<file path="src/hw/pe_pkg.sv">
package pe_pkg;

	// default datapath widths
	localparam int DEF_WI_T = 14;	// transformed input element
	localparam int DEF_WK_T = 10;	// transformed weight element
	localparam int DEF_WM_O = 20;	// raw product kept
	localparam int DEF_WO_T = 12;	// cut product and output transform
	localparam int DEF_WB   = 7;	// conv bias
	localparam int DEF_WFR  = 13;	// three-frame sum
	localparam int DEF_WCH  = 14;	// channel accumulation
	localparam int DEF_WO   = 12;	// final output

	// tile geometry of F(2x2, 3x3)
	localparam int TILE_ELEMS = 16;	// 4x4 input tile
	localparam int OUT_ELEMS  = 4;	// 2x2 result

	// pipeline latencies in clock cycles
	localparam int TILE_LAT   = 4;
	localparam int ACC_LAT    = 2;
	localparam int POOL_LAT   = 4;
	localparam int PE_LATENCY = TILE_LAT + ACC_LAT + POOL_LAT;

	// across-frame pooling zeroes frame 2
	typedef enum logic {
		POOL_ACROSS_FRAMES = 1'b0,
		POOL_PER_FRAME     = 1'b1
	} pool_mode_e;

	// which 12-bit window of the channel sum is kept
	typedef enum logic {
		FIX_SHIFT2 = 1'b0,
		FIX_SHIFT1 = 1'b1
	} out_fix_e;

endpackage

</file>
<file path="src/hw/control_delay.sv">
`timescale 1ns/1ps

module control_delay #(
	parameter int WB = pe_pkg::DEF_WB
) (
	input  logic               clk,
	input  logic               reset,
	input  logic               chan_start,
	input  logic signed [WB-1:0] conv_bias,
	input  pe_pkg::pool_mode_e pool_mode,
	input  pe_pkg::out_fix_e   out_fix,
	output logic               chan_start_acc,
	output logic signed [WB-1:0] bias_acc,
	output pe_pkg::pool_mode_e pool_mode_pool,
	output pe_pkg::out_fix_e   out_fix_pool
);
	import pe_pkg::*;

	localparam int ACC_DLY  = TILE_LAT + 1;	// consumed by the channel sum register
	localparam int MODE_DLY = TILE_LAT + ACC_LAT + POOL_LAT - 2;
	localparam int FIX_DLY  = MODE_DLY + 1;	// one stage behind the mode select

	logic [ACC_DLY-1:0]    start_sr;
	logic signed [WB-1:0]  bias_sr [ACC_DLY];
	pool_mode_e            pool_sr [MODE_DLY];
	out_fix_e              fix_sr [FIX_DLY];

	always_ff @(posedge clk or negedge reset)
	begin
		if (!reset)
		begin
			start_sr <= '0;
			for (int i = 0; i < ACC_DLY; i++)
				bias_sr[i] <= '0;
			for (int i = 0; i < MODE_DLY; i++)
				pool_sr[i] <= POOL_ACROSS_FRAMES;
			for (int i = 0; i < FIX_DLY; i++)
				fix_sr[i] <= FIX_SHIFT2;
		end
		else
		begin
			start_sr <= {start_sr[ACC_DLY-2:0], chan_start};
			bias_sr[0] <= conv_bias;
			pool_sr[0] <= pool_mode;
			fix_sr[0] <= out_fix;
			for (int i = 1; i < ACC_DLY; i++)
				bias_sr[i] <= bias_sr[i-1];
			for (int i = 1; i < MODE_DLY; i++)
				pool_sr[i] <= pool_sr[i-1];
			for (int i = 1; i < FIX_DLY; i++)
				fix_sr[i] <= fix_sr[i-1];
		end
	end

	assign chan_start_acc = start_sr[ACC_DLY-1];
	assign bias_acc = bias_sr[ACC_DLY-1];
	assign pool_mode_pool = pool_sr[MODE_DLY-1];
	assign out_fix_pool = fix_sr[FIX_DLY-1];

	// channel start must meet its data at the accumulator once the line is filled
	a_start_align: assert property (@(posedge clk) disable iff (!reset)
		$past(reset, ACC_DLY) |-> chan_start_acc == $past(chan_start, ACC_DLY))
		else $error("channel start lost alignment with its data");

endmodule

</file>
<file path="config.mk">
export PLATFORM = sky130hd
export DESIGN_NAME = control_delay
export DESIGN_NICKNAME = d
export VERILOG_FILES = /design/src/hw/pe_pkg.sv /design/src/hw/control_delay.sv
export SDC_FILE = /design/constraint.sdc
export NUM_CORES = 1
export LEC_CHECK = 0
export BUFFER_PORTS_ARGS = -buffer_cell sky130_fd_sc_hd__clkbuf_2
export CAP_MARGIN = 25
export CORE_MARGIN = 4
export CORE_UTILIZATION = 53
export DETAILED_ROUTE_END_ITERATION = 10
export PLACE_DENSITY_LB_ADDON = 0.12
export SLEW_MARGIN = 15
export SYNTH_ARGS = -nofsm -noshare
export SYNTH_HDL_FRONTEND = slang
export SYNTH_SLANG_ARGS = --single-unit
</file>
<file path="constraint.sdc">
create_clock -name clk -period 0.8 [get_ports clk]
set_input_delay 0.04 -clock clk [delete_from_list [all_inputs] [get_ports clk]]
set_output_delay 0.04 -clock clk [all_outputs]
set_load 0.02 [all_outputs]
</file>
==> results by group <==
Setup path
  – CP Cell Sequence: buf_6
  – Top delay family on crit path: flip-flops
  – Crit path launch type: flip-flop
  – Worst EP required: 0.76 ns
  – CP Buf/Inv Count: 1
  – Setup crit end kind: primary output
  – Critical Path Fanout Max: 1
  – Crit-path slowest cell: dfrtp_1
  – CP peak stage delay: 0.38 ns
  – Crit Path Category: flip-flop to primary output
  – Critical path arrival: 0.87 ns

Timing
  – Final setup violation count: 10
  – Hold Slack: 0.182 ns
  – F_max: 1100 MHz
  – Setup Skew: roughly 0.0084 ns
  – Slew of the pin with the lowest slew margin: 0.230 ns
  – Rel. slew slack: 84.7%
  – Fin crit share: 113%
  – Min Tclk post-route: roughly 0.91 ns
  – Setup WS post-layout: -0.105 ns
  – RSZ-0062 raised after global routing: true
  – Fin. Hold Viols: 0
  – Pins Over Slew Limit: 0

Detailed routing
  – DRC Markers: 0
  – DR pass1 iterations: 2
  – Total number of vias: 579
  – Avg WL per Cell: about 11 um
  – Vias per cell: 4.26
  – Drt initial violations: 3
  – Final wirelength: 1.47 mm
  – ANT nets after route: 0

Yosys
  – Commonest cells in the netlist: dfrtp_1 (57), buf_4 (7)
  – Avg Cell Area, Syn: ~23 sq um
  – Synthesis-stage register bit count: 57
  – Yosys top cell by area: dfrtp_1
  – Largest cells by area after synthesis: dfrtp_1 (96%), buf_4 (3.6%)
  – Synthesized instance count: 64
  – Count leader, synth: dfrtp_1
  – Mapped Nets: 76
  – Sequential area share after synthesis: 96.4%
  – Post-synth EDFFs: 0
  – Total of warnings raised by yosys: 0
  – Top-area cell type share of the netlist area: 96.4%
  – Async S/R FF share, synth: 100%
  – Netlist Area Pre-Place: 1480 sq um
  – Post-synth top flop: dfrtp_1
  – Post-synth cell types: 2

Layout
  – Utilization after layout: 73.0%
  – Filler cells: 154
  – Layout cells sized above 1: 34.9%
  – Post-Layout Inst Area: 1870 sq um
  – Inserted Diodes: 0
  – Nets: 114
  – Area growth, synth to finish: 26.7%
  – Area of the multi-input gates: 0 sq um
  – Multi-Input Combinational: 0

Power and ir drop
  – Maximum VDD drop: 0.00179 V
  – Power per Cell Area: 2580 nW/um^2
  – Clk network pwr share: between 30% and 40%
  – Combinational cell fraction of total power: 4.6%
  – Lkg Pwr: 0.896 nW
  – Sequential power share: a little over three fifths
  – Pint: 3.83 mW
  – Final Power: 4.84 mW
  – Switching Fraction: 21.0%
  – P_sw: about 1.0 mW

CTS
  – Post-CTS Setup Bufs: 0
  – CTS max path bufs: 2
  – H-tree depth: 3
  – Clk slew on worst S/H paths: 0.09 ns
  – Clk sinks: 57
  – Total CTS buffers: 9
  – Worst-Skew Late Latency: 0.35 ns
  – CTS tree: yes
  – CTS root buffer: clkbuf_4

Die
  – Height of the die: 60.8 um
  – I/O pin cnt: 22
  – Die X-Extent: 60.8 um
  – # rows: 18
  – Die footprint: 3700 sq um
  – Effective utilization at floorplan: 57.6%
  – Core Area: 2570 sq um

Placement
  – Place WS: 0.265 ns
  – DP Area: 1600 sq um
  – # port buffers: 21
  – Routability congestion estimate: 0.585

Global route
  – GRT Total Usage: 11.1%
  – Initial antenna violation count: 0
  – Number of global-route vias before repair: 598
  – Largest net degree at the start of global routing: 48
  – First-pass GRT wire length: around 2.7 mm
  – Total grt overflow: 0

Status
  – Status: finished with violations
  – Failing checks: setup timing

Hold path
  – Worst hold-check path type: input pin to asynchronous set/reset pin

Flow run
  – MaxCap Viol Count: 0
-- timing repair --
action | CTS | global route
resized for setup | 0 | 30
endpoints found under the setup margin | 10 | 10
hold buffers | 11 | 0
endpoints found under the hold margin | 67 | 0
-- logic make-up (layout without fill, tap and decap cells) --
kind of cell           count (synthesis)  in the layout  synth area share, %
flip-flops                            57             57                 96.4
buffers and inverters                  7             49                 3.55
-- state kept, by name, indices dropped and copies added, names as in the netlist --
signal / count
bias_acc: 7
bias_sr: 28
fix_sr: 8
out_fix_pool: 1
pool_mode_pool: 1
pool_sr: 7
start_sr: 5
-- placed cells by master (no fill, tap or decap) --
| cell type | count |
|---|---|
| clkbuf_4 | 9 |
| dlygate4sd3_1 | 11 |
| buf_4 | 1 |
| dfrtp_1 | 57 |
| clkinv_2 | 4 |
| clkbuf_1 | 1 |
| clkbuf_8 | 1 |
| buf_12 | 1 |
| buf_6 | 10 |
| clkbuf_2 | 11 |
-- power by group through the flow --
stage	clock (mW)	combinational, mW	sequential [mW]
floorplan	0	0.0507	3.12
global placement	0	0.150	3.11
detailed placement	0	0.155	3.12
CTS	1.64	0.196	3.06
global route	1.81	0.248	3.08
finish	1.56	0.220	3.06
-- metrics by stage --
step | cells | setup TNS (ns)
3_3_place_gp | 110 | 0
4_1_cts | 136 | -1.38
3_5_place_dp | 110 | 0
6_report | 136 | -0.985
2_1_floorplan | 64 | 0
5_1_grt | 136 | -1.58
-- path summary, 6_finish.rpt --
kind,start,endpoint,slack (ns),cells after the start
min in group clk,chan_start,start_sr[0],0.32,2
hold reg to reg,bias_sr[25],bias_sr[18],0.34,0
max in group asynchronous,reset,bias_sr[30],0.39,3
setup reg to reg,bias_sr[21],bias_sr[14],0.31,0
hold / removal,reset,start_sr[1],0.18,3
setup / recovery,bias_acc[5],bias_acc[5],-0.11,1
-- metal layers --
layer | wire [um] | global-route usage [%]
met5 | 0 | 0
met4 | 24 | 9.29
met3 | 152 | 6.38
met2 | 682 | 14.5
met1 | 607 | 13.2
-- area by class of cell --
cell class | count | area, sq um | area share, %
Sequential cell | 57 | 1430 | 76.1
Clock buffer | 11 | 85.1 | 4.54
Tap cell | 30 | 37.5 | 2.00
Timing Repair Buffer | 34 | 305 | 16.3
Clock inverter | 4 | 20.0 | 1.07
Note: power is estimated with default switching activity, not from simulation.
