**config.mk**
```make
export PLATFORM = sky130hd
export DESIGN_NAME = channel_accumulator
export DESIGN_NICKNAME = d
export VERILOG_FILES = /design/src/hw/pe_pkg.sv /design/src/hw/channel_accumulator.sv
export SDC_FILE = /design/constraint.sdc
export NUM_CORES = 1
export LEC_CHECK = 0
export ABC_CLOCK_PERIOD_IN_PS = 6100
export BUFFER_PORTS_ARGS = -buffer_cell sky130_fd_sc_hd__buf_2
export CAP_MARGIN = 20
export CORE_MARGIN = 5
export CORE_UTILIZATION = 40
export CTS_BUF_LIST = sky130_fd_sc_hd__clkbuf_8 sky130_fd_sc_hd__clkbuf_16
export CTS_CLUSTER_DIAMETER = 30
export DETAILED_ROUTE_END_ITERATION = 6
export PLACE_DENSITY = 0.72
export RECOVER_POWER = 100
export SYNTH_ARGS = -nofsm -noshare
export SYNTH_HDL_FRONTEND = slang
export SYNTH_SLANG_ARGS = --single-unit
```
**constraint.sdc**
```tcl
create_clock -name clk -period 6.1 [get_ports clk]
set_clock_uncertainty 0.2 [all_clocks]
set_input_delay 0.61 -clock clk [delete_from_list [all_inputs] [get_ports clk]]
set_output_delay 0.61 -clock clk [all_outputs]
set_load 0.1 [all_outputs]
```
**src/hw/pe_pkg.sv**
```systemverilog
package pe_pkg;

	// default datapath widths
	localparam int DEF_WI_T = 14;	// transformed input element
	localparam int DEF_WK_T = 10;	// transformed weight element
	localparam int DEF_WM_O = 20;	// raw product kept
	localparam int DEF_WO_T = 12;	// cut product and output transform
	localparam int DEF_WB   = 7;	// conv bias
	localparam int DEF_WFR  = 13;	// three-frame sum
	localparam int DEF_WCH  = 14;	// channel accumulation
	localparam int DEF_WO   = 12;	// final output

	// tile geometry of F(2x2, 3x3)
	localparam int TILE_ELEMS = 16;	// 4x4 input tile
	localparam int OUT_ELEMS  = 4;	// 2x2 result

	// pipeline latencies in clock cycles
	localparam int TILE_LAT   = 4;
	localparam int ACC_LAT    = 2;
	localparam int POOL_LAT   = 4;
	localparam int PE_LATENCY = TILE_LAT + ACC_LAT + POOL_LAT;

	// across-frame pooling zeroes frame 2
	typedef enum logic {
		POOL_ACROSS_FRAMES = 1'b0,
		POOL_PER_FRAME     = 1'b1
	} pool_mode_e;

	// which 12-bit window of the channel sum is kept
	typedef enum logic {
		FIX_SHIFT2 = 1'b0,
		FIX_SHIFT1 = 1'b1
	} out_fix_e;

endpackage

```
**src/hw/channel_accumulator.sv**
```systemverilog
`timescale 1ns/1ps

module channel_accumulator #(
	parameter int WO_T = pe_pkg::DEF_WO_T,
	parameter int WFR  = pe_pkg::DEF_WFR,
	parameter int WCH  = pe_pkg::DEF_WCH,
	parameter int WB   = pe_pkg::DEF_WB
) (
	input  logic                              clk,
	input  logic                              reset,
	input  logic [pe_pkg::OUT_ELEMS*WO_T-1:0] tile_a,
	input  logic [pe_pkg::OUT_ELEMS*WO_T-1:0] tile_b,
	input  logic [pe_pkg::OUT_ELEMS*WO_T-1:0] tile_c,
	input  logic                              chan_start_acc,
	input  logic signed [WB-1:0]              bias_acc,
	output logic [pe_pkg::OUT_ELEMS*WCH-1:0]  chan_sum
);
	import pe_pkg::*;

	logic signed [WO_T-1:0] a_el [OUT_ELEMS];
	logic signed [WO_T-1:0] b_el [OUT_ELEMS];
	logic signed [WO_T-1:0] c_el [OUT_ELEMS];
	logic signed [WFR-1:0]  fsum [OUT_ELEMS];
	logic signed [WCH-1:0]  csum [OUT_ELEMS];

	for (genvar j = 0; j < OUT_ELEMS; j++)
	begin : g_elem
		assign a_el[j] = tile_a[(OUT_ELEMS-j)*WO_T-1 -: WO_T];
		assign b_el[j] = tile_b[(OUT_ELEMS-j)*WO_T-1 -: WO_T];
		assign c_el[j] = tile_c[(OUT_ELEMS-j)*WO_T-1 -: WO_T];
		assign chan_sum[(OUT_ELEMS-j)*WCH-1 -: WCH] = csum[j];
	end

	// three products of one output frame
	always_ff @(posedge clk or negedge reset)
	begin
		if (!reset)
		begin
			for (int j = 0; j < OUT_ELEMS; j++)
				fsum[j] <= '0;
		end
		else
		begin
			for (int j = 0; j < OUT_ELEMS; j++)
				fsum[j] <= WFR'(a_el[j]) + WFR'(b_el[j]) + WFR'(c_el[j]);
		end
	end

	// first channel loads the bias and later ones add on
	always_ff @(posedge clk or negedge reset)
	begin
		if (!reset)
		begin
			for (int j = 0; j < OUT_ELEMS; j++)
				csum[j] <= '0;
		end
		else if (chan_start_acc)
		begin
			for (int j = 0; j < OUT_ELEMS; j++)
				csum[j] <= WCH'(fsum[j]) + WCH'(bias_acc);
		end
		else
		begin
			for (int j = 0; j < OUT_ELEMS; j++)
				csum[j] <= csum[j] + WCH'(fsum[j]);	// wraps at WCH
		end
	end

	// an unknown start would corrupt every later channel of the pixel
	a_start_known: assert property (@(posedge clk) disable iff (!reset)
		!$isunknown(chan_start_acc))
		else $error("channel start unknown at the accumulator");

endmodule

```
==> flow_summary.yaml <==
pwr:
  ir_worst_vdd_mv: 0.176
  leakage_nw: 4.85
  p_per_area_nw_per_um2: 572
hold_path:
  hold_depth: 1
  hold_path_end: "chan_sum[14]"
  hp-class: "flip-flop to flip-flop"
  min-delay-start: "fsum[13]"
yosys:
  syn_nets: 1211
  synthCells: 905
  seq_area_frac_synth_pct: 30.9
  synth_area_per_cell_sq_um: 9.67
  ys_ff_latch: 108
  async_flop_share_pct: 100
  ys.flop_type: "dfrtp_1"
  netlist_area_sq_um: 8750
  synth_edf_count: 0
  synth.distinct_cells: 54
  yosysWarnings: 0
cts:
  hold_buffers: 0
  cts_tree: "done"
  clk_latency_ps: 350
  post-cts-setup-buffer-count: 0
  cts_made_buffers: 9
  path_clk_slew_ps: 70
  cts_resized: 0
  htreeDepth: 3
  cts_buffer_depth: 2
  cts.sinks: 108
  cts_root_buf: "clkbuf_16"
timing:
  final-hold-violation-count: 0
  layout_min_cycle_time_ps: 4020
  worst_slew_pin_slew_ps: 2450
  rsz0062_at_grt: "no"
  maxSlewHeadroom_pct: -63.1
  finalSetupViolCount: 0
  period_share_pct: 65.9
  fmax_mhz: 249
  slew_viol_final: 111
  setup_tns_ps: 0
die:
  start_util_pct: 40.3
  ios: 210
  die_w_microns: 158
  die-height_microns: 158
  core_sq_um: 21700
  die-area_sq_um: 24900
  num_rows: 54
cells_and_area:
  final_area_sq_um: 10300
  drive_gt1_share_pct: 15.1
  nets: 1422
  areaGrowthSynthToFinish_pct: 17.9
  antenna_cells: 0
global_routing:
  grt_max_degree: 62
  grt_usage_pct: 17.0
  grt_overflow_total: 0
  grt_antenna_before_repair: 0
  grt_pass1_vias: 7273
  grt_pass1_wl_microns: 34600
routing:
  post-route-drc-count: 0
  vias: 7145
  wl_per_cell_microns: 14.8
  antenna_violating_nets_post_route: 0
  drt_first_pass_iters: 5
  drt-total-wl_microns: 20800
  drtIter0Drc: 332
  viasPerCell: 5.10
setup_path:
  end_kind: "flip-flop"
  cpMaxStageDelayCell: "clkbuf_1"
  ff2ff_path_depth: 8
  r2r_start: "chan_sum[29]"
  path_common_cell: "o21ai_0"
  critPathMaxFanout: 39
  cp.arrival_ps: 4060
  worst-setup-path-type: "primary input to flip-flop"
  rrSetupSlack_ps: 3390
  r2r-end: "chan_sum[39]"
  cp_slowest_stage_delay_ps: 770
  required_ps: 6140
  crit_chain: "clkbuf_1 > buf_4 > nand2_1 > o21ai_0 > ha_1 > a211oi_1 > o21ai_0 > a41oi_1 > mux2i_1 > a2111o_1"
  cp-start-kind: "primary input"
placed_design:
  hpwl_microns: 16800
  dpl-instance-area_sq_um: 10100
  place.port_buffers: 209
  finalWeightedCongestion: 0.841
status:
  violations: "capacitance limit, slew limit"
  outcome: "finished, violations left"
run:
  max_cap_violations: 2
==> Yosys cell counts, types with 2 or more instances <==
cell type / count / area (sq um)
dfrtp_1: 108 / 2700
o21ai_0: 103 / 515
ha_1: 96 / 1200
inv_1: 91 / 342
fa_1: 56 / 1120
nor2_1: 56 / 210
a21oi_1: 55 / 275
xnor2_1: 51 / 447
nand2_1: 43 / 161
xor2_1: 33 / 289
nand3_1: 18 / 90.1
nor3_1: 18 / 90.1
o21bai_1: 18 / 135
a21o_1: 17 / 128
nor2b_1: 14 / 87.6
a211oi_1: 13 / 97.6
clkbuf_1: 12 / 45.0
o21a_1: 11 / 82.6
a31oi_1: 7 / 43.8
nand3b_1: 6 / 45.0
o211ai_1: 6 / 45.0
o31ai_1: 6 / 45.0
nand4_1: 5 / 31.3
o41ai_1: 5 / 43.8
a2111oi_0: 4 / 35.0
a221oi_1: 4 / 35.0
and3_1: 4 / 25.0
nand2b_1: 4 / 25.0
nor4_1: 4 / 25.0
o311ai_0: 3 / 26.3
a2111o_1: 2 / 22.5
a211o_1: 2 / 17.5
a21boi_0: 2 / 15.0
a311oi_1: 2 / 17.5
and2_1: 2 / 12.5
mux2_2: 2 / 22.5
mux2i_1: 2 / 20.0
o21ai_1: 2 / 10.0
or3b_2: 2 / 17.5
or4_1: 2 / 15.0
==> critical path, delay by kind of cell <==
kind,cells,cell delay (ps)
multiplexers,1,130
AO/OA/AOI/OAI,5,1480
AND/OR/NAND/NOR,1,230
adder cells (fa/ha/maj),1,320
buffers and inverters,2,1270
==> layout by cell type (no fill, tap or decap), types with 5 or more instances in the layout <==
cell | Yosys | routed
buf_2 | 0 | 142
dfrtp_1 | 108 | 108
o21ai_0 | 103 | 105
ha_1 | 96 | 96
inv_1 | 91 | 91
clkbuf_1 | 12 | 67
nor2_1 | 56 | 56
fa_1 | 56 | 56
a21oi_1 | 55 | 55
xnor2_1 | 51 | 51
nand2_1 | 43 | 43
xor2_1 | 33 | 33
nor3_1 | 18 | 18
o21bai_1 | 18 | 18
nand3_1 | 18 | 18
a21o_1 | 17 | 17
a211oi_1 | 13 | 14
nor2b_1 | 14 | 14
o21a_1 | 11 | 11
clkbuf_16 | 0 | 9
a31oi_1 | 7 | 7
o31ai_1 | 6 | 6
nand3b_1 | 6 | 6
o211ai_1 | 6 | 6
o41ai_1 | 5 | 5
nand4_1 | 5 | 5
==> flip-flops by register name (all words and copies together), names as in the netlist <==
name / flops
chan_sum: 56
fsum: 52
==> cell type report <==
class	count	area (sq um)
repair buffers	212	982
clock inverters	5	36.3
flip-flops and latches	108	2700
well taps	280	350
clock buffers	11	253
fillers	2080	11400
multi-input cells	694	5650
inverters	91	342
==> worst max-delay path by stage <==
stage,startpoint,end,slack [ps],cells past startpoint
4_1_cts,chan_start_acc,chan_sum[26],2720,10
6_report,chan_start_acc,chan_sum[39],2080,10
3_3_place_gp,chan_start_acc,chan_sum[24],2400,10
2_1_floorplan,chan_start_acc,chan_sum[41],3000,11
5_1_grt,reset,chan_sum[6],1400,2
3_5_place_dp,chan_start_acc,chan_sum[26],2350,10
==> metal layers <==
| metal | routed length, microns | global-route usage, % | vias to the layer above |
|---|---|---|---|
| met2 | 9690 | 27.8 | 195 |
| li1 | - | - | 3612 |
| met1 | 9450 | 23.1 | 3307 |
| met4 | 491 | 5.20 | 0 |
| met3 | 1130 | 3.03 | 31 |
| met5 | 0 | 0 | - |
==> through the flow <==
step / hold slack, ps / power, mW / util (%) / instances / setup slack, ps
floorplan: 114 / 4.61 / - / 905 / 3000
global placement: 298 / 5.35 / 46.7 / 1385 / 2400
detailed placement: 295 / 5.40 / 46.7 / 1385 / 2350
CTS: 79.3 / 6.01 / 48.0 / 1401 / 2720
global route: 334 / 6.37 / 47.6 / 1401 / 1400
finish: 312 / 5.90 / 47.6 / 1401 / 2080
==> where the power goes <==
| group | internal, mW | switching [mW] | leakage (nW) | total, mW |
|---|---|---|---|---|
| Clock | 0.300 | 0.273 | 0.134 | 0.573 |
| Sequential | 1.08 | 0.181 | 1.25 | 1.26 |
| Combinational | 1.18 | 2.89 | 3.46 | 4.07 |
| Total | 2.56 | 3.34 | 4.85 | 5.90 |
==> cells by family (layout without fill, tap and decap cells) <==
logic type / after synthesis / after routing / share of synthesized area [%]
simple gates: 184 / 184 / 10.2
flops: 108 / 108 / 30.9
buf+inv: 103 / 319 / 4.42
xor+xnor: 84 / 84 / 8.41
fa+ha+maj: 152 / 152 / 26.5
compound gates: 270 / 270 / 19.1
mux: 4 / 4 / 0.486
Note: power is estimated with default switching activity, not from simulation.
